===== src/verilog/simd_fp_pkg.sv =====
// ------------------------------
// SIMD FP slice shared types
// ------------------------------

package simd_fp_pkg;

  // ------------------------------
  // Datapath geometry
  // ------------------------------
  localparam int unsigned WIDTH      = 32;
  localparam int unsigned NUM_LANES  = 2;
  localparam int unsigned FP16_WIDTH = 16;

  // Float format of a request
  typedef enum logic {
    FP32 = 1'b0,
    FP16 = 1'b1
  } fp_format_e;

  // One bit per format, indexed by fp_format_e
  typedef logic [1:0] fmt_logic_t;

  // Non-computational operations
  typedef enum logic [2:0] {
    SGNJ  = 3'd0,
    SGNJN = 3'd1,
    SGNJX = 3'd2,
    FMIN  = 3'd3,
    FMAX  = 3'd4
  } operation_e;

  // Exception flags, NV in the MSB
  typedef struct packed {
    logic nv;  // Invalid operation
    logic dz;  // Divide by zero
    logic of;  // Overflow
    logic uf;  // Underflow
    logic nx;  // Inexact
  } status_t;

  // One operand word seen either as a single FP32 or two packed FP16
  typedef union packed {
    logic [WIDTH-1:0]                 fp32;
    logic [1:0][FP16_WIDTH-1:0]       fp16;  // Index 0 is the low half
  } operand_u;

  // ------------------------------
  // Canonical quiet NaNs
  // ------------------------------
  localparam logic [WIDTH-1:0]      FP32_QNAN = 32'h7fc0_0000;
  localparam logic [FP16_WIDTH-1:0] FP16_QNAN = 16'h7e00;

endpackage

===== src/verilog/lane_merge.sv =====
// ------------------------------
// Lane result merge
// ------------------------------

module lane_merge (
  input  logic [simd_fp_pkg::NUM_LANES-1:0][simd_fp_pkg::WIDTH-1:0] lane_result_i,
  input  simd_fp_pkg::status_t [simd_fp_pkg::NUM_LANES-1:0]         lane_status_i,
  input  logic [simd_fp_pkg::NUM_LANES-1:0]                         lane_mask_i,
  input  logic [simd_fp_pkg::NUM_LANES-1:0]                         lane_active_i,
  input  simd_fp_pkg::fp_format_e                                   fmt_i,
  output logic [simd_fp_pkg::WIDTH-1:0]                             result_o,
  output simd_fp_pkg::status_t                                      status_o
);
  import simd_fp_pkg::*;

  operand_u merged;

  // ------------------------------
  // Result packing
  // ------------------------------
  always_comb begin : pack_result
    if (fmt_i == FP32) begin
      merged.fp32 = lane_result_i[0];
    end else begin
      merged.fp16[0] = lane_result_i[0][FP16_WIDTH-1:0];
      // Unused upper half is NaN-boxed
      if (lane_active_i[1]) begin
        merged.fp16[1] = lane_result_i[1][FP16_WIDTH-1:0];
      end else begin
        merged.fp16[1] = '1;
      end
    end
  end

  assign result_o = merged.fp32;

  // Masked-off or idle lanes contribute no flags
  always_comb begin : collapse_status
    status_t acc;
    acc = '0;
    for (int i = 0; i < int'(NUM_LANES); i++) begin
      if (lane_active_i[i]) begin
        acc = acc | (lane_status_i[i] & {$bits(status_t){lane_mask_i[i]}});
      end
    end
    status_o = acc;
  end

endmodule


===== src/verilog/noncomp_lane.sv =====
// ------------------------------
// Sign injection / min-max lane
// ------------------------------

module noncomp_lane #(
  parameter simd_fp_pkg::fmt_logic_t LaneFormats = '1,
  parameter int unsigned             NumPipeRegs = 2
) (
  input  logic                          clk_i,
  input  logic                          rst_n_i,
  input  logic [simd_fp_pkg::WIDTH-1:0] a_i,
  input  logic [simd_fp_pkg::WIDTH-1:0] b_i,
  input  simd_fp_pkg::operation_e       op_i,
  input  simd_fp_pkg::fp_format_e       fmt_i,
  input  logic                          mask_i,
  input  logic [NumPipeRegs-1:0]        reg_enable_i,
  output logic [simd_fp_pkg::WIDTH-1:0] result_o,
  output simd_fp_pkg::status_t          status_o,
  output logic                          mask_o
);
  import simd_fp_pkg::*;

  logic             use_fp32;
  logic             a_sign, b_sign;
  logic [WIDTH-2:0] a_mag, b_mag;
  logic             a_nan, b_nan, a_snan, b_snan;
  logic             a_lt_b, pick_b, is_minmax;
  logic             res_sign;
  logic [WIDTH-2:0] res_mag;
  logic [WIDTH-1:0] op_result;
  status_t          op_status;

  // An FP16-only lane always decodes its slice as FP16
  assign use_fp32 = LaneFormats[FP32] & ((fmt_i == FP32) | ~LaneFormats[FP16]);

  // ------------------------------
  // Operand classification
  // ------------------------------
  always_comb begin : classify
    if (use_fp32) begin
      a_sign = a_i[31];
      b_sign = b_i[31];
      a_mag  = a_i[30:0];
      b_mag  = b_i[30:0];
      a_nan  = (&a_i[30:23]) & (|a_i[22:0]);
      b_nan  = (&b_i[30:23]) & (|b_i[22:0]);
      a_snan = a_nan & ~a_i[22];  // Quiet bit clear
      b_snan = b_nan & ~b_i[22];
    end else begin
      a_sign = a_i[15];
      b_sign = b_i[15];
      a_mag  = {{(WIDTH-FP16_WIDTH){1'b0}}, a_i[14:0]};
      b_mag  = {{(WIDTH-FP16_WIDTH){1'b0}}, b_i[14:0]};
      a_nan  = (&a_i[14:10]) & (|a_i[9:0]);
      b_nan  = (&b_i[14:10]) & (|b_i[9:0]);
      a_snan = a_nan & ~a_i[9];
      b_snan = b_nan & ~b_i[9];
    end
  end

  // Sign-magnitude ordering, -0 sorts below +0
  always_comb begin : order
    if (a_sign != b_sign) begin
      a_lt_b = a_sign;
    end else if (a_sign) begin
      a_lt_b = a_mag > b_mag;  // Both negative, larger magnitude is smaller
    end else begin
      a_lt_b = a_mag < b_mag;
    end
  end

  assign is_minmax = (op_i == FMIN) | (op_i == FMAX);

  always_comb begin : select_operand
    pick_b = (op_i == FMIN) ? ~a_lt_b : a_lt_b;
    if (a_nan & ~b_nan) pick_b = 1'b1;  // A NaN loses to a number
    if (b_nan & ~a_nan) pick_b = 1'b0;
  end

  always_comb begin : compute
    op_status = '0;
    res_sign  = a_sign;
    res_mag   = a_mag;
    case (op_i)
      SGNJ:  res_sign = b_sign;
      SGNJN: res_sign = ~b_sign;
      SGNJX: res_sign = a_sign ^ b_sign;
      FMIN, FMAX: begin
        res_sign     = pick_b ? b_sign : a_sign;
        res_mag      = pick_b ? b_mag : a_mag;
        op_status.nv = a_snan | b_snan;
      end
      default: ;
    endcase
    if (use_fp32) begin
      op_result = {res_sign, res_mag};
    end else begin
      op_result = {{FP16_WIDTH{1'b0}}, res_sign, res_mag[FP16_WIDTH-2:0]};
    end
    if (is_minmax && a_nan && b_nan) begin
      op_result = use_fp32 ? FP32_QNAN : {{FP16_WIDTH{1'b0}}, FP16_QNAN};
    end
  end

  // ------------------------------
  // Register stages
  // ------------------------------
  logic [WIDTH-1:0] stage_result [0:NumPipeRegs];
  status_t          stage_status [0:NumPipeRegs];
  logic             stage_mask   [0:NumPipeRegs];

  assign stage_result[0] = op_result;
  assign stage_status[0] = op_status;
  assign stage_mask[0]   = mask_i;

  for (genvar i = 0; i < NumPipeRegs; i++) begin : gen_stages
    always_ff @(posedge clk_i) begin
      if (reg_enable_i[i]) stage_result[i+1] <= stage_result[i];
    end

    always_ff @(posedge clk_i or negedge rst_n_i) begin
      if (!rst_n_i) begin
        stage_status[i+1] <= '0;
        stage_mask[i+1]   <= 1'b0;
      end else if (reg_enable_i[i]) begin
        stage_status[i+1] <= stage_status[i];
        stage_mask[i+1]   <= stage_mask[i];
      end
    end
  end

  assign result_o = stage_result[NumPipeRegs];
  assign status_o = stage_status[NumPipeRegs];
  assign mask_o   = stage_mask[NumPipeRegs];

endmodule


===== src/verilog/noncomp_slice.sv =====
// ------------------------------
// Non-computational SIMD slice
// ------------------------------

module noncomp_slice #(
  parameter int unsigned NumPipeRegs = 2,
  parameter int unsigned TagWidth    = 4
) (
  input  logic                              clk_i,
  input  logic                              rst_n_i,
  input  simd_fp_pkg::operand_u             operands_a_i,
  input  simd_fp_pkg::operand_u             operands_b_i,
  input  simd_fp_pkg::operation_e           op_i,
  input  simd_fp_pkg::fp_format_e           fmt_i,
  input  logic                              vectorial_i,
  input  logic [simd_fp_pkg::NUM_LANES-1:0] simd_mask_i,
  input  logic [TagWidth-1:0]               tag_i,
  input  logic                              in_valid_i,
  output logic                              in_ready_o,
  output logic [simd_fp_pkg::WIDTH-1:0]     result_o,
  output simd_fp_pkg::status_t              status_o,
  output logic [TagWidth-1:0]               tag_o,
  output logic                              out_valid_o,
  input  logic                              out_ready_i,
  output logic                              busy_o
);
  import simd_fp_pkg::*;

  logic [NUM_LANES-1:0]              in_lane_active, out_lane_active;
  logic [NumPipeRegs-1:0]            reg_enable;
  fp_format_e                        out_fmt;
  logic [NUM_LANES-1:0][WIDTH-1:0]   lane_result;
  status_t [NUM_LANES-1:0]           lane_status;
  logic [NUM_LANES-1:0]              lane_mask;

  // Upper lane only works on vectorial FP16
  assign in_lane_active[0] = 1'b1;
  assign in_lane_active[1] = vectorial_i & (fmt_i == FP16);

  pipe_ctrl #(
    .NumPipeRegs ( NumPipeRegs ),
    .TagWidth    ( TagWidth    )
  ) i_pipe_ctrl (
    .clk_i,
    .rst_n_i,
    .in_valid_i,
    .in_ready_o,
    .tag_i,
    .fmt_i,
    .lane_active_i ( in_lane_active  ),
    .out_valid_o,
    .out_ready_i,
    .busy_o,
    .tag_o,
    .fmt_o         ( out_fmt         ),
    .lane_active_o ( out_lane_active ),
    .reg_enable_o  ( reg_enable      )
  );

  // ------------------------------
  // Lanes
  // ------------------------------
  for (genvar lane = 0; lane < int'(NUM_LANES); lane++) begin : gen_lanes
    localparam fmt_logic_t LANE_FORMATS = (lane == 0) ? 2'b11 : 2'b10;  // Upper lanes FP16 only

    logic [WIDTH-1:0] lane_a, lane_b;

    if (lane == 0) begin : gen_full_word
      assign lane_a = operands_a_i.fp32;
      assign lane_b = operands_b_i.fp32;
    end else begin : gen_half_word
      assign lane_a = {{(WIDTH-FP16_WIDTH){1'b0}}, operands_a_i.fp16[lane]};
      assign lane_b = {{(WIDTH-FP16_WIDTH){1'b0}}, operands_b_i.fp16[lane]};
    end

    noncomp_lane #(
      .LaneFormats ( LANE_FORMATS ),
      .NumPipeRegs ( NumPipeRegs  )
    ) i_lane (
      .clk_i,
      .rst_n_i,
      .a_i          ( lane_a            ),
      .b_i          ( lane_b            ),
      .op_i,
      .fmt_i,
      .mask_i       ( simd_mask_i[lane] ),
      .reg_enable_i ( reg_enable        ),
      .result_o     ( lane_result[lane] ),
      .status_o     ( lane_status[lane] ),
      .mask_o       ( lane_mask[lane]   )
    );
  end

  lane_merge i_lane_merge (
    .lane_result_i ( lane_result     ),
    .lane_status_i ( lane_status     ),
    .lane_mask_i   ( lane_mask       ),
    .lane_active_i ( out_lane_active ),
    .fmt_i         ( out_fmt         ),
    .result_o,
    .status_o
  );

endmodule


===== src/verilog/pipe_ctrl.sv =====
// ------------------------------
// Pipeline handshake control
// ------------------------------

module pipe_ctrl #(
  parameter int unsigned NumPipeRegs = 2,
  parameter int unsigned TagWidth    = 4
) (
  input  logic                              clk_i,
  input  logic                              rst_n_i,
  input  logic                              in_valid_i,
  output logic                              in_ready_o,
  input  logic [TagWidth-1:0]               tag_i,
  input  simd_fp_pkg::fp_format_e           fmt_i,
  input  logic [simd_fp_pkg::NUM_LANES-1:0] lane_active_i,
  output logic                              out_valid_o,
  input  logic                              out_ready_i,
  output logic                              busy_o,
  output logic [TagWidth-1:0]               tag_o,
  output simd_fp_pkg::fp_format_e           fmt_o,
  output logic [simd_fp_pkg::NUM_LANES-1:0] lane_active_o,
  output logic [NumPipeRegs-1:0]            reg_enable_o
);
  import simd_fp_pkg::*;

  // Index i holds the request after i register stages
  logic                 stage_valid  [0:NumPipeRegs];
  logic                 stage_ready  [0:NumPipeRegs];
  logic [TagWidth-1:0]  stage_tag    [0:NumPipeRegs];
  fp_format_e           stage_fmt    [0:NumPipeRegs];
  logic [NUM_LANES-1:0] stage_active [0:NumPipeRegs];

  assign stage_valid[0]  = in_valid_i;
  assign stage_tag[0]    = tag_i;
  assign stage_fmt[0]    = fmt_i;
  assign stage_active[0] = lane_active_i;

  assign stage_ready[NumPipeRegs] = out_ready_i;  // Last stage drains into the consumer

  for (genvar i = 0; i < NumPipeRegs; i++) begin : gen_stages
    // Stage i may hand over when the next one is empty or moving on
    assign stage_ready[i]  = stage_ready[i+1] | ~stage_valid[i+1];
    assign reg_enable_o[i] = stage_valid[i] & stage_ready[i];

    always_ff @(posedge clk_i or negedge rst_n_i) begin
      if (!rst_n_i) begin
        stage_valid[i+1] <= 1'b0;
      end else if (stage_ready[i]) begin
        stage_valid[i+1] <= stage_valid[i];
      end
    end

    always_ff @(posedge clk_i) begin
      if (reg_enable_o[i]) begin
        stage_tag[i+1]    <= stage_tag[i];
        stage_fmt[i+1]    <= stage_fmt[i];
        stage_active[i+1] <= stage_active[i];
      end
    end
  end

  if (NumPipeRegs == 0) begin : gen_no_stages
    assign reg_enable_o = '0;
  end

  // Something in flight in any register stage
  always_comb begin : busy_collapse
    busy_o = 1'b0;
    for (int i = 1; i <= int'(NumPipeRegs); i++) begin
      busy_o = busy_o | stage_valid[i];
    end
  end

  assign in_ready_o    = stage_ready[0];
  assign out_valid_o   = stage_valid[NumPipeRegs];
  assign tag_o         = stage_tag[NumPipeRegs];
  assign fmt_o         = stage_fmt[NumPipeRegs];
  assign lane_active_o = stage_active[NumPipeRegs];

endmodule


===== config.mk =====
export PLATFORM = sky130hd
export DESIGN_NAME = noncomp_slice
export DESIGN_NICKNAME = d
export VERILOG_FILES = /design/src/verilog/simd_fp_pkg.sv /design/src/verilog/lane_merge.sv /design/src/verilog/noncomp_lane.sv /design/src/verilog/noncomp_slice.sv /design/src/verilog/pipe_ctrl.sv
export SDC_FILE = /design/constraint.sdc
export NUM_CORES = 1
export LEC_CHECK = 0
export ABC_AREA = 1
export BUFFER_PORTS_ARGS = -buffer_cell sky130_fd_sc_hd__buf_4
export CAP_MARGIN = 20
export CORE_ASPECT_RATIO = 0.8
export CORE_MARGIN = 2
export CORE_UTILIZATION = 38
export DETAILED_ROUTE_END_ITERATION = 12
export PLACE_DENSITY = 0.62
export SETUP_SLACK_MARGIN = 0.2
export SLEW_MARGIN = 5
export SYNTH_ARGS = -nofsm -noshare
export SYNTH_HDL_FRONTEND = slang
export SYNTH_HIERARCHICAL = 1
export SYNTH_SLANG_ARGS = --single-unit

===== constraint.sdc =====
create_clock -name clk_i -period 9.3 [get_ports clk_i]
set_clock_uncertainty 0.1 [all_clocks]
set_input_delay 0.93 -clock clk_i [delete_from_list [all_inputs] [get_ports clk_i]]
set_output_delay 0.93 -clock clk_i [all_outputs]
set_load 0.03 [all_outputs]

==> results.cfg <==
[run_status]
status = finished, final reports clean

[clocking]
post_cts_buffers = 0
clock_path_buffers = 2
root_buffer = clkbuf_16
clk_pin_slew_ns = 0.06
cts_hold_buf = 0
cts_tree = yes
htree_levels = 4
cts_resized = 0
clock-sinks = 120
clk_latency_ns = 0.43
cts_buffers = 17

[route]
drt_iter0_drc = 436
wl_mm = 18.5
first_pass_iters = 5
num_vias = 5773
drc_errors = 0
ant_nets = 0
wl_per_cell_um = 15.3
vias_per_cell = 4.77

[final_layout]
fin_cells = 1210
regArea_um2 = 3550
final_layout_size_suffix_gt1_share_pct = 20.4
nets = 1058
fillerInstances = 1960
multi_input_area_um2 = 2890
n_antenna_cell = 0
area_delta_synth_final_pct = 14.3
utilization_pct = 44.2

[worst_hold_path]
hold_class = in -> async

[worst_setup_path]
slowest_delay_ns = 0.35
cp_slowest_cell = inv_4
worstSetupPathType = in -> reg
start_kind = input port
crit_chain = buf_4 -> inv_2 -> nand2_1 -> inv_1 -> ha_1 -> nand2_1 -> nor2_2 -> nand4_1 -> nor2_1 -> nand2_1 -> nand2_1 -> nand2_1 -> nand2_2 -> nand2_1 -> nand2_1 -> nand3_2 -> nand2_4 -> nand2_4 -> inv_4 -> o21ai_0 -> a21oi_1
cp_max_fo = 37
r2r_slack_ns = 7.20
reg2reg_depth = 6
critPathCaptureType = flop
reg2reg_to = gen_lanes[1].i_lane/stage_status[9]
crit_top_cell = nand2_1
r2r_start = i_pipe_ctrl/out_valid_o
arrival_ns = 3.86
required_ns = 9.47

[floorplan]
design.core.area_um2 = 19900
io_pins = 123
dieArea_um2 = 21400
die_w_um = 163
die_h_um = 131
row_count = 46
initial_core_util_pct = 38.7

[sta]
fin_crit_ns = 3.70
slew_viol_final = 0
tightest_slew_ns = 0.830
hold_viol_final = 0
max_freq_ghz = 0.271
finalHoldWorstSlack_ns = 0.226
max-slew-margin-rel_pct = 44.6
fin_crit_sh_pct = 39.7
fin_setup_tns_ns = 0
final-setup-viol-count = 0
rsz0062_at_grt = false

[grt]
grt_usage_pct = 18.0
grt_max_degree = 64
antenna_found_initial = 0
grt_pass1_vias = 5399
overflow = 0
grt_pass1_wl_mm = 29.4

[synth]
ys_warn_count = 6
syn_inst = 889
synth_area_um2 = 7690
synth.avg_cell_area_um2 = 8.65

[run]
maxCapViolCount = 0

[placement]
io_buffers = 118
gp_congestion = 0.867
hpwl_mm = 13.8
placed_cells_incl_taps = 1178

[pwr]
peakVddDrop_uv = 107
p_total_mw = 1.62
power.leakage_nw = 4.16
p_per_area_nw_per_um2 = 185
[sequential cells by signal, indices dropped and copies added, names as in the netlist]
name,count
gen_lanes.i_lane/mask_o,2
i_pipe_ctrl/out_valid_o,1
i_pipe_ctrl/stage_valid,1
gen_lanes.i_lane/result_o,48
i_pipe_ctrl/stage_fmt,1
gen_lanes.i_lane/stage_mask,2
i_pipe_ctrl/stage_tag,4
i_pipe_ctrl/stage_active,2
i_pipe_ctrl/tag_o,4
gen_lanes.i_lane/stage_result,48
gen_lanes.i_lane/status_o,2
i_pipe_ctrl/fmt_o,1
gen_lanes.i_lane/stage_status,2
i_pipe_ctrl/lane_active_o,2
[per-layer routing]
metal  part of all wire, %  track usage [%]  vias to the layer above
met5                     0                0                        -
met3                   7.6             4.55                       17
met4                   1.1             5.06                        0
met2                    41             25.4                      190
met1                    50             27.0                     2641
li1                      -                -                     2925
[worst max-delay path, delay by kind of cell]
family          cells  cell delay, ns
simple gates       14            1.35
buf+inv             4            0.92
compound gates      2            0.31
fa+ha+maj           1            0.31
[cells in the final DEF, fill, tap and decap left out, types with 2 or more instances in the layout]
cell       instances
a31oi_1            2
o22ai_1            2
nand4_1           13
nor4_1             6
conb_1             9
edfxtp_1         110
ha_1              46
a21o_1             2
nor3_2             2
buf_4            120
nor2_2             3
nand3_2            4
dfrtp_1           10
nand2_4            4
nand2_1          203
inv_6              4
o21ai_0           25
nand2_2            8
a21oi_1           52
inv_1            126
o21ai_1           28
inv_8              2
clkbuf_16         17
bufinv_16          2
or2_1              2
nor2_1            65
nor3_1             8
inv_2              6
o21ai_2            4
clkinv_4           5
o211ai_2           5
nor2_4             2
nand3_1           40
[layout make-up]
class	instances	share of cell area (%)
clock inverter	15	1.89
multi-input combinational	540	32.9
timing repair buffer	120	10.3
clock buffer	17	4.84
tap	264	3.76
inverter	134	5.84
sequential	120	40.5
[worst max path at each step]
| stage | from | end | cells past startpoint |
|---|---|---|---|
| after floorplan | out_ready_i | gen_lanes[0].i_lane/result_o[0] | 2 |
| final | fmt_i | gen_lanes[0].i_lane/stage_result[33] | 21 |
| after CTS | fmt_i | gen_lanes[0].i_lane/stage_result[34] | 20 |
| after global placement | fmt_i | gen_lanes[0].i_lane/stage_result[58] | 20 |
| after global routing | fmt_i | gen_lanes[0].i_lane/stage_result[56] | 22 |
| after detailed placement | fmt_i | gen_lanes[0].i_lane/stage_result[34] | 20 |
[report_power, final]
| group | internal [mW] | switching (mW) | total, mW |
|---|---|---|---|
| clock | 0.399 | 0.259 | 0.658 |
| sequential | 0.651 | 0.0215 | 0.672 |
| combinational | 0.101 | 0.191 | 0.292 |
[stage by stage]
stage                     worst slack [ns]  instance area, um2
after floorplan                       4.76                7710
after global placement                5.28                8190
after detailed placement              5.20                8190
after CTS                             5.62                8780
after global routing                  5.12                8780
final                                 5.60                8780
Power figures use the tool's default switching activity.
